===== config.mk =====
export PLATFORM = sky130hd
export DESIGN_NAME = dma_ctrl_top
export DESIGN_NICKNAME = d
export VERILOG_FILES = /design/src/hdl/dma_pkg.sv /design/src/hdl/dma_access_check.sv /design/src/hdl/dma_bus_ingress.sv /design/src/hdl/dma_ctrl_top.sv /design/src/hdl/dma_entry_ctrl.sv /design/src/hdl/dma_entry_store.sv /design/src/hdl/dma_nack_timer.sv
export SDC_FILE = /design/constraint.sdc
export NUM_CORES = 1
export LEC_CHECK = 0
export BUFFER_PORTS_ARGS = -buffer_cell sky130_fd_sc_hd__buf_4
export CAP_MARGIN = 10
export CORE_MARGIN = 2
export CORE_UTILIZATION = 58
export DETAILED_ROUTE_END_ITERATION = 8
export GPL_TIMING_DRIVEN = 1
export PLACE_DENSITY_LB_ADDON = 0.08
export SLEW_MARGIN = 0
export SYNTH_ARGS = -nofsm -noshare
export SYNTH_HDL_FRONTEND = slang
export SYNTH_SLANG_ARGS = --single-unit

===== constraint.sdc =====
create_clock -name clk -period 6 [get_ports clk]
set_input_delay 1.2 -clock clk [delete_from_list [all_inputs] [get_ports clk]]
set_output_delay 1.2 -clock clk [all_outputs]
set_load 0.05 [all_outputs]

===== src/hdl/dma_pkg.sv =====
//******************************
// Types shared by the DMA slave controller
// Bus data is 64 bits wide with byte strobes
//******************************
`default_nettype none

package dma_pkg;

   typedef logic [31:0] addr_t;
   typedef logic [63:0] data_t;
   typedef logic [7:0]  strb_t;

   // Bytes per beat are 2**size
   typedef enum logic [2:0] {
      sz_byte  = 3'd0,
      sz_half  = 3'd1,
      sz_word  = 3'd2,
      sz_dword = 3'd3
   } size_e;

   typedef enum logic [1:0] {
      resp_okay   = 2'd0,
      resp_slverr = 2'd2,
      resp_decerr = 2'd3
   } resp_e;

   typedef enum logic [1:0] {
      st_idle,
      st_queued,   // Waiting for the memory
      st_pending,  // Read issued, data not back yet
      st_done
   } entry_state_e;

endpackage

`default_nettype wire


===== src/hdl/dma_access_check.sv =====
//******************************
// Writes must be word or dword sized
// Window must be dword aligned
//******************************
`timescale 1ns/1ps
`default_nettype none

module dma_access_check #(
   parameter dma_pkg::addr_t DCCM_BASE = 32'hf004_0000,
   parameter dma_pkg::addr_t DCCM_SIZE = 32'h0001_0000
) (
   input  dma_pkg::addr_t head_addr,
   input  dma_pkg::size_e head_size,
   input  dma_pkg::strb_t head_strb,
   input  logic           head_write,
   output logic           range_error,
   output logic           align_error,
   output dma_pkg::addr_t mem_addr,
   output dma_pkg::size_e mem_size
);
   import dma_pkg::*;

   addr_t offset;
   logic  misaligned, narrow_write, word_strb_bad, half_dword, dword_strb_bad, narrow;

   // Unsigned wrap also catches addresses below the base
   assign offset      = head_addr - DCCM_BASE;
   assign range_error = (offset >= DCCM_SIZE);

   always_comb begin
      case (head_size)
         sz_byte:  misaligned = 1'b0;
         sz_half:  misaligned = head_addr[0];
         sz_word:  misaligned = |head_addr[1:0];
         sz_dword: misaligned = |head_addr[2:0];
         default:  misaligned = 1'b1;   // Wider than the bus
      endcase
   end

   assign narrow_write   = head_write & ((head_size == sz_byte) | (head_size == sz_half));
   assign word_strb_bad  = head_write & (head_size == sz_word) &
                           (head_addr[2] ? (head_strb[7:4] != 4'hf) : (head_strb[3:0] != 4'hf));
   assign half_dword     = (head_strb == 8'h0f) | (head_strb == 8'hf0);
   assign dword_strb_bad = head_write & (head_size == sz_dword) & ~half_dword &
                           (head_strb != 8'hff);

   // Decode errors take priority over slave errors
   assign align_error = ~range_error &
                        (misaligned | narrow_write | word_strb_bad | dword_strb_bad);

   // Half-dword writes go out as words
   assign narrow   = head_write & (head_size == sz_dword) & half_dword;
   assign mem_size = narrow ? sz_word : head_size;
   assign mem_addr = (narrow && head_strb == 8'hf0) ?
                     {head_addr[31:3], 1'b1, head_addr[1:0]} : head_addr;

endmodule

`default_nettype wire


===== src/hdl/dma_bus_ingress.sv =====
//******************************
// One write and one read held at a time
// Ties between them alternate
//******************************
`timescale 1ns/1ps
`default_nettype none

module dma_bus_ingress #(
   parameter int ID_W = 4
) (
   input  logic            clk,
   input  logic            reset,
   input  logic            awvalid,
   output logic            awready,
   input  logic [ID_W-1:0] awid,
   input  dma_pkg::addr_t  awaddr,
   input  logic [2:0]      awsize,
   input  logic            wvalid,
   output logic            wready,
   input  dma_pkg::data_t  wdata,
   input  dma_pkg::strb_t  wstrb,
   input  logic            arvalid,
   output logic            arready,
   input  logic [ID_W-1:0] arid,
   input  dma_pkg::addr_t  araddr,
   input  logic [2:0]      arsize,
   output logic            cmd_valid,
   input  logic            cmd_ready,
   output logic            cmd_write,
   output logic [ID_W-1:0] cmd_id,
   output dma_pkg::addr_t  cmd_addr,
   output dma_pkg::size_e  cmd_size,
   output dma_pkg::data_t  cmd_wdata,
   output dma_pkg::strb_t  cmd_strb
);
   import dma_pkg::*;

   logic            aw_vld, w_vld, ar_vld;
   logic [ID_W-1:0] aw_id_q, ar_id_q;
   addr_t           aw_addr_q, ar_addr_q;
   size_e           aw_size_q, ar_size_q;
   data_t           w_data_q;
   strb_t           w_strb_q;
   logic            prio_wr;     // Write wins the next tie
   logic            wr_full;
   logic            cmd_sent, wr_sent, rd_sent;

   assign wr_full   = aw_vld & w_vld;
   assign cmd_valid = wr_full | ar_vld;
   assign cmd_write = wr_full & (~ar_vld | prio_wr);
   assign cmd_sent  = cmd_valid & cmd_ready;
   assign wr_sent   = cmd_sent & cmd_write;
   assign rd_sent   = cmd_sent & ~cmd_write;

   // A slot can refill on the edge that sends its command
   assign awready = ~aw_vld | wr_sent;
   assign wready  = ~w_vld | wr_sent;
   assign arready = ~ar_vld | rd_sent;

   always_ff @(posedge clk) begin
      if (reset) begin
         aw_vld  <= 1'b0;
         w_vld   <= 1'b0;
         ar_vld  <= 1'b0;
         prio_wr <= 1'b0;
      end else begin
         if (awvalid && awready)
            aw_vld <= 1'b1;
         else if (wr_sent)
            aw_vld <= 1'b0;
         if (wvalid && wready)
            w_vld <= 1'b1;
         else if (wr_sent)
            w_vld <= 1'b0;
         if (arvalid && arready)
            ar_vld <= 1'b1;
         else if (rd_sent)
            ar_vld <= 1'b0;
         if (cmd_sent)
            prio_wr <= ~prio_wr;
      end
   end

   // Payload holding registers
   always_ff @(posedge clk) begin
      if (awvalid && awready) begin
         aw_id_q   <= awid;
         aw_addr_q <= awaddr;
         aw_size_q <= size_e'(awsize);
      end
      if (wvalid && wready) begin
         w_data_q <= wdata;
         w_strb_q <= wstrb;
      end
      if (arvalid && arready) begin
         ar_id_q   <= arid;
         ar_addr_q <= araddr;
         ar_size_q <= size_e'(arsize);
      end
   end

   assign cmd_id    = cmd_write ? aw_id_q : ar_id_q;
   assign cmd_addr  = cmd_write ? aw_addr_q : ar_addr_q;
   assign cmd_size  = cmd_write ? aw_size_q : ar_size_q;
   assign cmd_wdata = w_data_q;
   assign cmd_strb  = w_strb_q;

endmodule

`default_nettype wire


===== src/hdl/dma_ctrl_top.sv =====
//******************************
// DCCM-only DMA slave, no rlast
// Memory reads return by tag
//******************************
`timescale 1ns/1ps
`default_nettype none

module dma_ctrl_top #(
   parameter  int             DEPTH     = 4,
   parameter  int             ID_W      = 4,
   parameter  dma_pkg::addr_t DCCM_BASE = 32'hf004_0000,
   parameter  dma_pkg::addr_t DCCM_SIZE = 32'h0001_0000,
   localparam int             TAG_W     = $clog2(DEPTH)
) (
   input  logic             clk,
   input  logic             reset,
   // Write address and data
   input  logic             awvalid,
   output logic             awready,
   input  logic [ID_W-1:0]  awid,
   input  dma_pkg::addr_t   awaddr,
   input  logic [2:0]       awsize,
   input  logic             wvalid,
   output logic             wready,
   input  dma_pkg::data_t   wdata,
   input  dma_pkg::strb_t   wstrb,
   output logic             bvalid,
   input  logic             bready,
   output dma_pkg::resp_e   bresp,
   output logic [ID_W-1:0]  bid,
   // Read address and data
   input  logic             arvalid,
   output logic             arready,
   input  logic [ID_W-1:0]  arid,
   input  dma_pkg::addr_t   araddr,
   input  logic [2:0]       arsize,
   output logic             rvalid,
   input  logic             rready,
   output logic [ID_W-1:0]  rid,
   output dma_pkg::data_t   rdata,
   output dma_pkg::resp_e   rresp,
   // DCCM port
   output logic             dccm_req,
   input  logic             dccm_ready,
   output logic [TAG_W-1:0] mem_tag,
   output dma_pkg::addr_t   mem_addr,
   output dma_pkg::size_e   mem_size,
   output logic             mem_write,
   output dma_pkg::data_t   mem_wdata,
   input  logic             dccm_rvalid,
   input  logic [TAG_W-1:0] dccm_rtag,
   input  dma_pkg::data_t   dccm_rdata,
   input  logic             dccm_ecc_error,
   input  logic [2:0]       qos_thresh,
   output logic             dccm_stall
);
   import dma_pkg::*;

   logic             cmd_valid, cmd_ready, cmd_write, load;
   logic [ID_W-1:0]  cmd_id, rsp_id;
   addr_t            cmd_addr, head_addr;
   size_e            cmd_size, head_size;
   data_t            cmd_wdata, rsp_data;
   strb_t            cmd_strb, head_strb;
   logic [TAG_W-1:0] wr_ptr, rd_ptr, rsp_ptr;
   logic             head_write, range_error, align_error, mem_req;
   logic             rsp_valid, rsp_ready, rsp_write;
   resp_e            rsp_code;

   assign load = cmd_valid & cmd_ready;

   dma_bus_ingress #(.ID_W(ID_W)) u_ingress (
      .clk, .reset,
      .awvalid, .awready, .awid, .awaddr, .awsize,
      .wvalid, .wready, .wdata, .wstrb,
      .arvalid, .arready, .arid, .araddr, .arsize,
      .cmd_valid, .cmd_ready, .cmd_write, .cmd_id,
      .cmd_addr, .cmd_size, .cmd_wdata, .cmd_strb
   );

   dma_entry_ctrl #(.DEPTH(DEPTH)) u_entry_ctrl (
      .clk, .reset, .cmd_valid, .cmd_ready, .cmd_write,
      .check_error (range_error | align_error),
      .dccm_ready, .dccm_rvalid, .dccm_rtag, .rsp_ready,
      .wr_ptr, .rd_ptr, .rsp_ptr, .mem_req, .dccm_req, .rsp_valid
   );

   dma_nack_timer u_nack_timer (
      .clk, .reset, .mem_req, .dccm_req, .qos_thresh, .dccm_stall
   );

   dma_access_check #(.DCCM_BASE(DCCM_BASE), .DCCM_SIZE(DCCM_SIZE)) u_access_check (
      .head_addr, .head_size, .head_strb, .head_write,
      .range_error, .align_error, .mem_addr, .mem_size
   );

   dma_entry_store #(.DEPTH(DEPTH), .ID_W(ID_W)) u_entry_store (
      .clk, .reset,
      .cmd_write, .cmd_id, .cmd_addr, .cmd_size, .cmd_wdata, .cmd_strb,
      .wr_ptr, .rd_ptr, .rsp_ptr, .load,
      .dccm_rvalid, .dccm_rtag, .dccm_rdata, .dccm_ecc_error,
      .range_error, .align_error,
      .head_addr, .head_size, .head_strb, .head_write,
      .head_wdata  (mem_wdata),
      .rsp_id, .rsp_write, .rsp_data, .rsp_code
   );

   assign mem_tag   = rd_ptr;
   assign mem_write = head_write;

   //******************************
   // AXI responses from the oldest entry
   //******************************
   assign rsp_ready = rsp_write ? bready : rready;

   assign bvalid = rsp_valid & rsp_write;
   assign bresp  = rsp_code;
   assign bid    = rsp_id;

   assign rvalid = rsp_valid & ~rsp_write;
   assign rresp  = rsp_code;
   assign rid    = rsp_id;
   assign rdata  = rsp_data;   // Address on a failed access

endmodule

`default_nettype wire


===== src/hdl/dma_entry_ctrl.sv =====
//******************************
// DEPTH must be a power of two, 2 or more
// Responses leave in entry order
//******************************
`timescale 1ns/1ps
`default_nettype none

module dma_entry_ctrl #(
   parameter  int DEPTH = 4,
   localparam int TAG_W = $clog2(DEPTH)
) (
   input  logic             clk,
   input  logic             reset,
   input  logic             cmd_valid,
   output logic             cmd_ready,
   input  logic             cmd_write,
   input  logic             check_error,
   input  logic             dccm_ready,
   input  logic             dccm_rvalid,
   input  logic [TAG_W-1:0] dccm_rtag,
   input  logic             rsp_ready,
   output logic [TAG_W-1:0] wr_ptr,
   output logic [TAG_W-1:0] rd_ptr,
   output logic [TAG_W-1:0] rsp_ptr,
   output logic             mem_req,
   output logic             dccm_req,
   output logic             rsp_valid
);
   import dma_pkg::*;

   entry_state_e     state [DEPTH];
   logic [DEPTH-1:0] is_write;
   logic             load, head_queued, issue, rsp_done;

   // Entries fill in order, so a busy slot at wr_ptr means full
   assign cmd_ready   = (state[wr_ptr] == st_idle);
   assign load        = cmd_valid & cmd_ready;
   assign head_queued = (state[rd_ptr] == st_queued);
   assign mem_req     = head_queued & ~check_error;
   assign dccm_req    = mem_req & dccm_ready;
   assign issue       = dccm_req | (head_queued & check_error);   // Errors skip the memory
   assign rsp_valid   = (state[rsp_ptr] == st_done);
   assign rsp_done    = rsp_valid & rsp_ready;

   //******************************
   // Pointers and entry states
   //******************************
   always_ff @(posedge clk) begin
      if (reset) begin
         wr_ptr  <= '0;
         rd_ptr  <= '0;
         rsp_ptr <= '0;
         for (int i = 0; i < DEPTH; i++)
            state[i] <= st_idle;
      end else begin
         if (load)
            wr_ptr <= wr_ptr + TAG_W'(1);
         if (issue)
            rd_ptr <= rd_ptr + TAG_W'(1);
         if (rsp_done)
            rsp_ptr <= rsp_ptr + TAG_W'(1);
         for (int i = 0; i < DEPTH; i++) begin
            if (load && wr_ptr == TAG_W'(i))
               state[i] <= st_queued;
            else if (issue && rd_ptr == TAG_W'(i))
               state[i] <= (check_error || is_write[i]) ? st_done : st_pending;
            else if (dccm_rvalid && dccm_rtag == TAG_W'(i) && state[i] == st_pending)
               state[i] <= st_done;   // Read data is back
            else if (rsp_done && rsp_ptr == TAG_W'(i))
               state[i] <= st_idle;
         end
      end
   end

   always_ff @(posedge clk) begin
      if (load)
         is_write[wr_ptr] <= cmd_write;
   end

endmodule

`default_nettype wire


===== src/hdl/dma_entry_store.sv =====
//******************************
// Payload per entry, codes cleared by reset
//******************************
`timescale 1ns/1ps
`default_nettype none

module dma_entry_store #(
   parameter  int DEPTH = 4,
   parameter  int ID_W  = 4,
   localparam int TAG_W = $clog2(DEPTH)
) (
   input  logic             clk,
   input  logic             reset,
   input  logic             cmd_write,
   input  logic [ID_W-1:0]  cmd_id,
   input  dma_pkg::addr_t   cmd_addr,
   input  dma_pkg::size_e   cmd_size,
   input  dma_pkg::data_t   cmd_wdata,
   input  dma_pkg::strb_t   cmd_strb,
   input  logic [TAG_W-1:0] wr_ptr,
   input  logic [TAG_W-1:0] rd_ptr,
   input  logic [TAG_W-1:0] rsp_ptr,
   input  logic             load,
   input  logic             dccm_rvalid,
   input  logic [TAG_W-1:0] dccm_rtag,
   input  dma_pkg::data_t   dccm_rdata,
   input  logic             dccm_ecc_error,
   input  logic             range_error,
   input  logic             align_error,
   output dma_pkg::addr_t   head_addr,
   output dma_pkg::size_e   head_size,
   output dma_pkg::strb_t   head_strb,
   output logic             head_write,
   output dma_pkg::data_t   head_wdata,
   output logic [ID_W-1:0]  rsp_id,
   output logic             rsp_write,
   output dma_pkg::data_t   rsp_data,
   output dma_pkg::resp_e   rsp_code
);
   import dma_pkg::*;

   addr_t            addr_q [DEPTH];
   size_e            size_q [DEPTH];
   strb_t            strb_q [DEPTH];
   logic [ID_W-1:0]  id_q   [DEPTH];
   data_t            data_q [DEPTH];
   resp_e            code_q [DEPTH];
   logic [DEPTH-1:0] write_q;
   logic             head_error;

   // The check depends only on stored fields, so a repeat write at rd_ptr is harmless
   assign head_error = range_error | align_error;

   always_ff @(posedge clk) begin
      for (int i = 0; i < DEPTH; i++) begin
         if (load && wr_ptr == TAG_W'(i)) begin
            addr_q[i]  <= cmd_addr;
            size_q[i]  <= cmd_size;
            strb_q[i]  <= cmd_strb;
            id_q[i]    <= cmd_id;
            write_q[i] <= cmd_write;
            data_q[i]  <= cmd_wdata;
         end else if (dccm_rvalid && dccm_rtag == TAG_W'(i)) begin
            data_q[i] <= dccm_rdata;
         end else if (head_error && rd_ptr == TAG_W'(i)) begin
            data_q[i] <= {32'b0, addr_q[i]};   // Failing address
         end
      end
   end

   always_ff @(posedge clk) begin
      for (int i = 0; i < DEPTH; i++) begin
         if (reset)
            code_q[i] <= resp_okay;
         else if (load && wr_ptr == TAG_W'(i))
            code_q[i] <= resp_okay;
         else if (dccm_rvalid && dccm_rtag == TAG_W'(i))
            code_q[i] <= dccm_ecc_error ? resp_slverr : resp_okay;
         else if (head_error && rd_ptr == TAG_W'(i))
            code_q[i] <= range_error ? resp_decerr : resp_slverr;
      end
   end

   assign head_addr  = addr_q[rd_ptr];
   assign head_size  = size_q[rd_ptr];
   assign head_strb  = strb_q[rd_ptr];
   assign head_write = write_q[rd_ptr];
   assign head_wdata = data_q[rd_ptr];

   assign rsp_id    = id_q[rsp_ptr];
   assign rsp_write = write_q[rsp_ptr];
   assign rsp_data  = data_q[rsp_ptr];
   assign rsp_code  = code_q[rsp_ptr];

endmodule

`default_nettype wire


===== src/hdl/dma_nack_timer.sv =====
//******************************
// Threshold 0 stalls on any request
//******************************
`timescale 1ns/1ps
`default_nettype none

module dma_nack_timer (
   input  logic       clk,
   input  logic       reset,
   input  logic       mem_req,
   input  logic       dccm_req,
   input  logic [2:0] qos_thresh,
   output logic       dccm_stall
);

   logic [2:0] count;   // Refused cycles of the current request

   always_ff @(posedge clk) begin
      if (reset) begin
         count <= '0;
      end else if (mem_req) begin
         if (dccm_req)
            count <= '0;
         else if (count < qos_thresh)
            count <= count + 3'd1;   // Saturates at the threshold
      end
   end

   assign dccm_stall = mem_req & (count >= qos_thresh);

endmodule

`default_nettype wire


==> results.json <==
{
  "crit_fanout": 29,
  "crit_end": "dccm_stall",
  "cp.required_ps": 4800,
  "dieWidth_um": 231.5,
  "finalCriticalPeriod_ps": 5297,
  "synth_top_family_by_area": "multiplexers",
  "drtPass1Iterations": 5,
  "syn-cell-area_mm2": 0.03003,
  "grt_max_degree": 67,
  "finalSetupViolations": 0,
  "detailed_place_hpwl_mm": 52.62,
  "worst_pin_slew_ps": 1166,
  "r2r_cells": 8,
  "drt_iter0_drc": 1932,
  "cts_tree": "yes",
  "die_area_mm2": 0.05361,
  "fin_setup_tns_ps": 0,
  "layout-drive-gt1-share_pct": 42.65,
  "dp.cells": 2874,
  "route.vias.total": 19210,
  "skew_ps": 18.66,
  "routedWlPerCell_um": 27.96,
  "num_io_pins": 414,
  "area_growth_pct": 19.60,
  "drtAntennaViolNets": 0,
  "switchingPower_w": 0.007078,
  "maxSlewHeadroom_pct": 22.07,
  "status": "finished clean",
  "drv_slew": 0,
  "grt_pass1_wl_mm": 121.8,
  "fmax_ghz": 0.1888,
  "hold_violations": 0,
  "syn_inst": 1875,
  "path_clk_slew_ps": 60,
  "numPortBuffers": 413,
  "core_area_mm2": 0.05130,
  "routabilityCongestion": 0.8841,
  "clkPwrFrac_pct": 22.8,
  "synthAdderAreaFrac_pct": 0.6666,
  "drcViolationCount": 0,
  "ys.flop_type": "edfxtp_1",
  "stdcell_count": 2999,
  "power_w": 0.01795,
  "slowest_delay_ps": 760,
  "drt_wl_total_mm": 83.85,
  "switching_share_pct": 39.42,
  "h-tree-depth": 3,
  "synth-compound-area-share_pct": 2.337,
  "worst_hold_startpoint": "u_ingress.cmd_strb[5]$_DFFE_PP_",
  "worstSetupPathType": "reg -> out",
  "final.period_utilization_pct": 88.28,
  "antenna_found_initial": 1,
  "critical_path.startpoint_type": "flop",
  "synth_cell_types": 61,
  "syn-mean-instance-area_um2": 16.02,
  "rsz0062_at_grt": "false",
  "ys_seq_elements": 633,
  "cpMaxStageDelayCell": "dfxtp_4",
  "n_antenna_cell": 0,
  "clockBufferDepth": 3,
  "rr_endpoint": "u_entry_store.data_q[3][2]$_DFFE_PP_",
  "leakagePower_nw": 13.02,
  "hp-class": "reg -> reg",
  "post_cts_buffers": 0,
  "drv_cap": 0,
  "final_nets": 2511,
  "ff2ff_setup_slack_ps": 1200,
  "clkLatencyLatePin_ps": 620,
  "core.rowCount": 83,
  "crit_chain": "mux4_2 -> or4_4 -> or4b_1 -> nor4bb_1 -> nand3_1 -> a21oi_1 -> buf_4",
  "syn_nets": 2120,
  "synth_warnings": 0,
  "path_buf_inv": 1,
  "ys_seq_area_share_pct": 62.66,
  "arrival_ps": 4100,
  "power_per_cell_area_mw_per_mm2": 499.9,
  "grt_overflow": 0,
  "cp-end-kind": "output port",
  "p_seq_share_pct": 35.4,
  "peakVddDrop_v": 0.0004062,
  "cts.sinks": 633,
  "pwr-share-comb_pct": 41.8,
  "critical-path-top-delay-family": "simple AND/OR/NAND/NOR gates",
  "async_reset_ff_share_pct": 0,
  "hold_depth": 0,
  "cts_inserted_buffers": 69,
  "cts-hold-fix-buffers": 0,
  "internal_power_w": 0.01088,
  "synth_edf_count": 614,
  "worst-path-stages": 7,
  "root_buffer": "clkbuf_16",
  "synthMuxAreaShare_pct": 23.13,
  "dieHeight_um": 231.5,
  "start_util_pct": 58.54,
  "viasPerCell": 6.405,
  "cts_resized": 0,
  "synthSimpleGateAreaFrac_pct": 8.708,
  "grt_pass1_vias": 19590,
  "yosys.area_share.xor_xnor_pct": 0.08750,
  "grtUsageTotal_pct": 31.28
}
==> power by group through the flow <==
stage                     clock network, W  registers [W]  logic (W)
after floorplan                          0        0.00624    0.00529
after global placement                   0        0.00639    0.00744
after detailed placement                 0        0.00644    0.00749
after CTS                          0.00412        0.00636    0.00751
after global routing               0.00428        0.00645    0.00775
final                              0.00408        0.00636    0.00751
==> logic make-up after synthesis <==
group | after synthesis
buf+inv | 154
mux | 418
fa+ha+maj | 16
compound gates | 88
simple gates | 563
xor+xnor | 3
flops | 633
==> how the worst min path moves through the flow <==
stage,to
finish,u_entry_store.strb_q[3][5]$_DFFE_PP_
global route,u_entry_store.strb_q[3][4]$_DFFE_PP_
CTS,u_entry_store.strb_q[3][5]$_DFFE_PP_
detailed placement,u_entry_store.strb_q[3][5]$_DFFE_PP_
global placement,u_entry_store.strb_q[2][5]$_DFFE_PP_
floorplan,u_entry_store.strb_q[0][0]$_DFFE_PP_
==> Yosys cell counts (all sizes together), types with 2 or more instances <==
cell      n  share of area [%]
nor2b     4              0.083
a21boi    3              0.075
o31a      4               0.12
nand2    40               0.50
or4       2              0.075
and4      2              0.058
and3     40               0.83
clkbuf   76               0.95
nor2    285                3.6
mux4    180                 13
and2     11               0.23
xnor2     3              0.088
nand3b    8               0.24
a21o      2              0.050
dfxtp    19                1.3
or3       2              0.042
a21oi    20               0.35
mux2i     5               0.17
mux2    233                9.5
nand4b    2              0.058
edfxtp  614                 61
nand2b    5               0.10
nor3b     3              0.075
nand3     8               0.23
ha       16               0.67
nor4      3              0.063
o21a      3              0.075
a211oi    4               0.10
buf      56                1.2
or2       2              0.042
a31oi     5               0.10
nor3    139                2.3
o21ai     4              0.067
nand4     2              0.042
inv      21               0.26
a221o    32                1.1
==> registers in the layout, summed over array words and instances (netlist names), 4 cells and up, named ones only <==
register              flops
u_ingress.aw_id_q         4
u_entry_store.strb_q     32
u_entry_store.size_q     12
u_entry_store.id_q       16
u_ingress.cmd_wdata      64
u_ingress.ar_id_q         4
u_ingress.cmd_strb        8
u_entry_store.addr_q    128
u_entry_ctrl.state        8
u_entry_store.data_q    256
u_ingress.ar_addr_q      32
u_ingress.aw_addr_q      32
u_entry_store.code_q      8
==> cell type report <==
| type | instances | area [um^2] |
|---|---|---|
| flip-flops and latches | 633 | 18830 |
| repair buffers | 452 | 3416 |
| multi-input cells | 1088 | 10590 |
| clock inverters | 36 | 340.3 |
| inverters | 22 | 82.58 |
| well taps | 680 | 850.8 |
| clock buffers | 88 | 1808 |
| fillers | 3421 | 15390 |
==> layout by cell type (no fill, tap or decap), types with 8 or more instances in the layout <==
cell,synthesis,final
edfxtp_1,614,614
buf_4,6,449
nor2_1,285,284
mux4_2,180,180
mux2_2,175,175
nor3_1,139,138
clkbuf_16,0,69
mux2_4,58,58
and3_1,40,40
nand2_1,40,33
a221o_1,32,32
a21oi_1,19,18
clkbuf_1,76,18
inv_1,21,17
clkinv_1,1,16
ha_1,16,16
dfxtp_1,19,15
and2_1,11,8
==> metrics by stage <==
stage                     setup slack, ps  util, %  cell area [um^2]  hold slack, ps
final                               703.0    70.01             35920           501.2
after global routing                550.8    70.01             35920           518.6
after CTS                           599.0    70.00             35910           498.0
after detailed placement             1155    65.81             33760           484.7
after global placement               1237    65.81             33760           475.9
after floorplan                      1188        -             30030           458.7
==> layer usage <==
| metal | vias up | part of all wire [%] | global-route usage [%] |
|---|---|---|---|
| met2 | 1097 | 51 | 53.63 |
| met4 | 2 | 3.4 | 11.76 |
| met5 | - | 0.021 | 0 |
| met1 | 9705 | 37 | 39.66 |
| met3 | 210 | 9.0 | 6.188 |
| li1 | 8195 | - | - |
No activity file was read; power rests on OpenSTA's default activity.
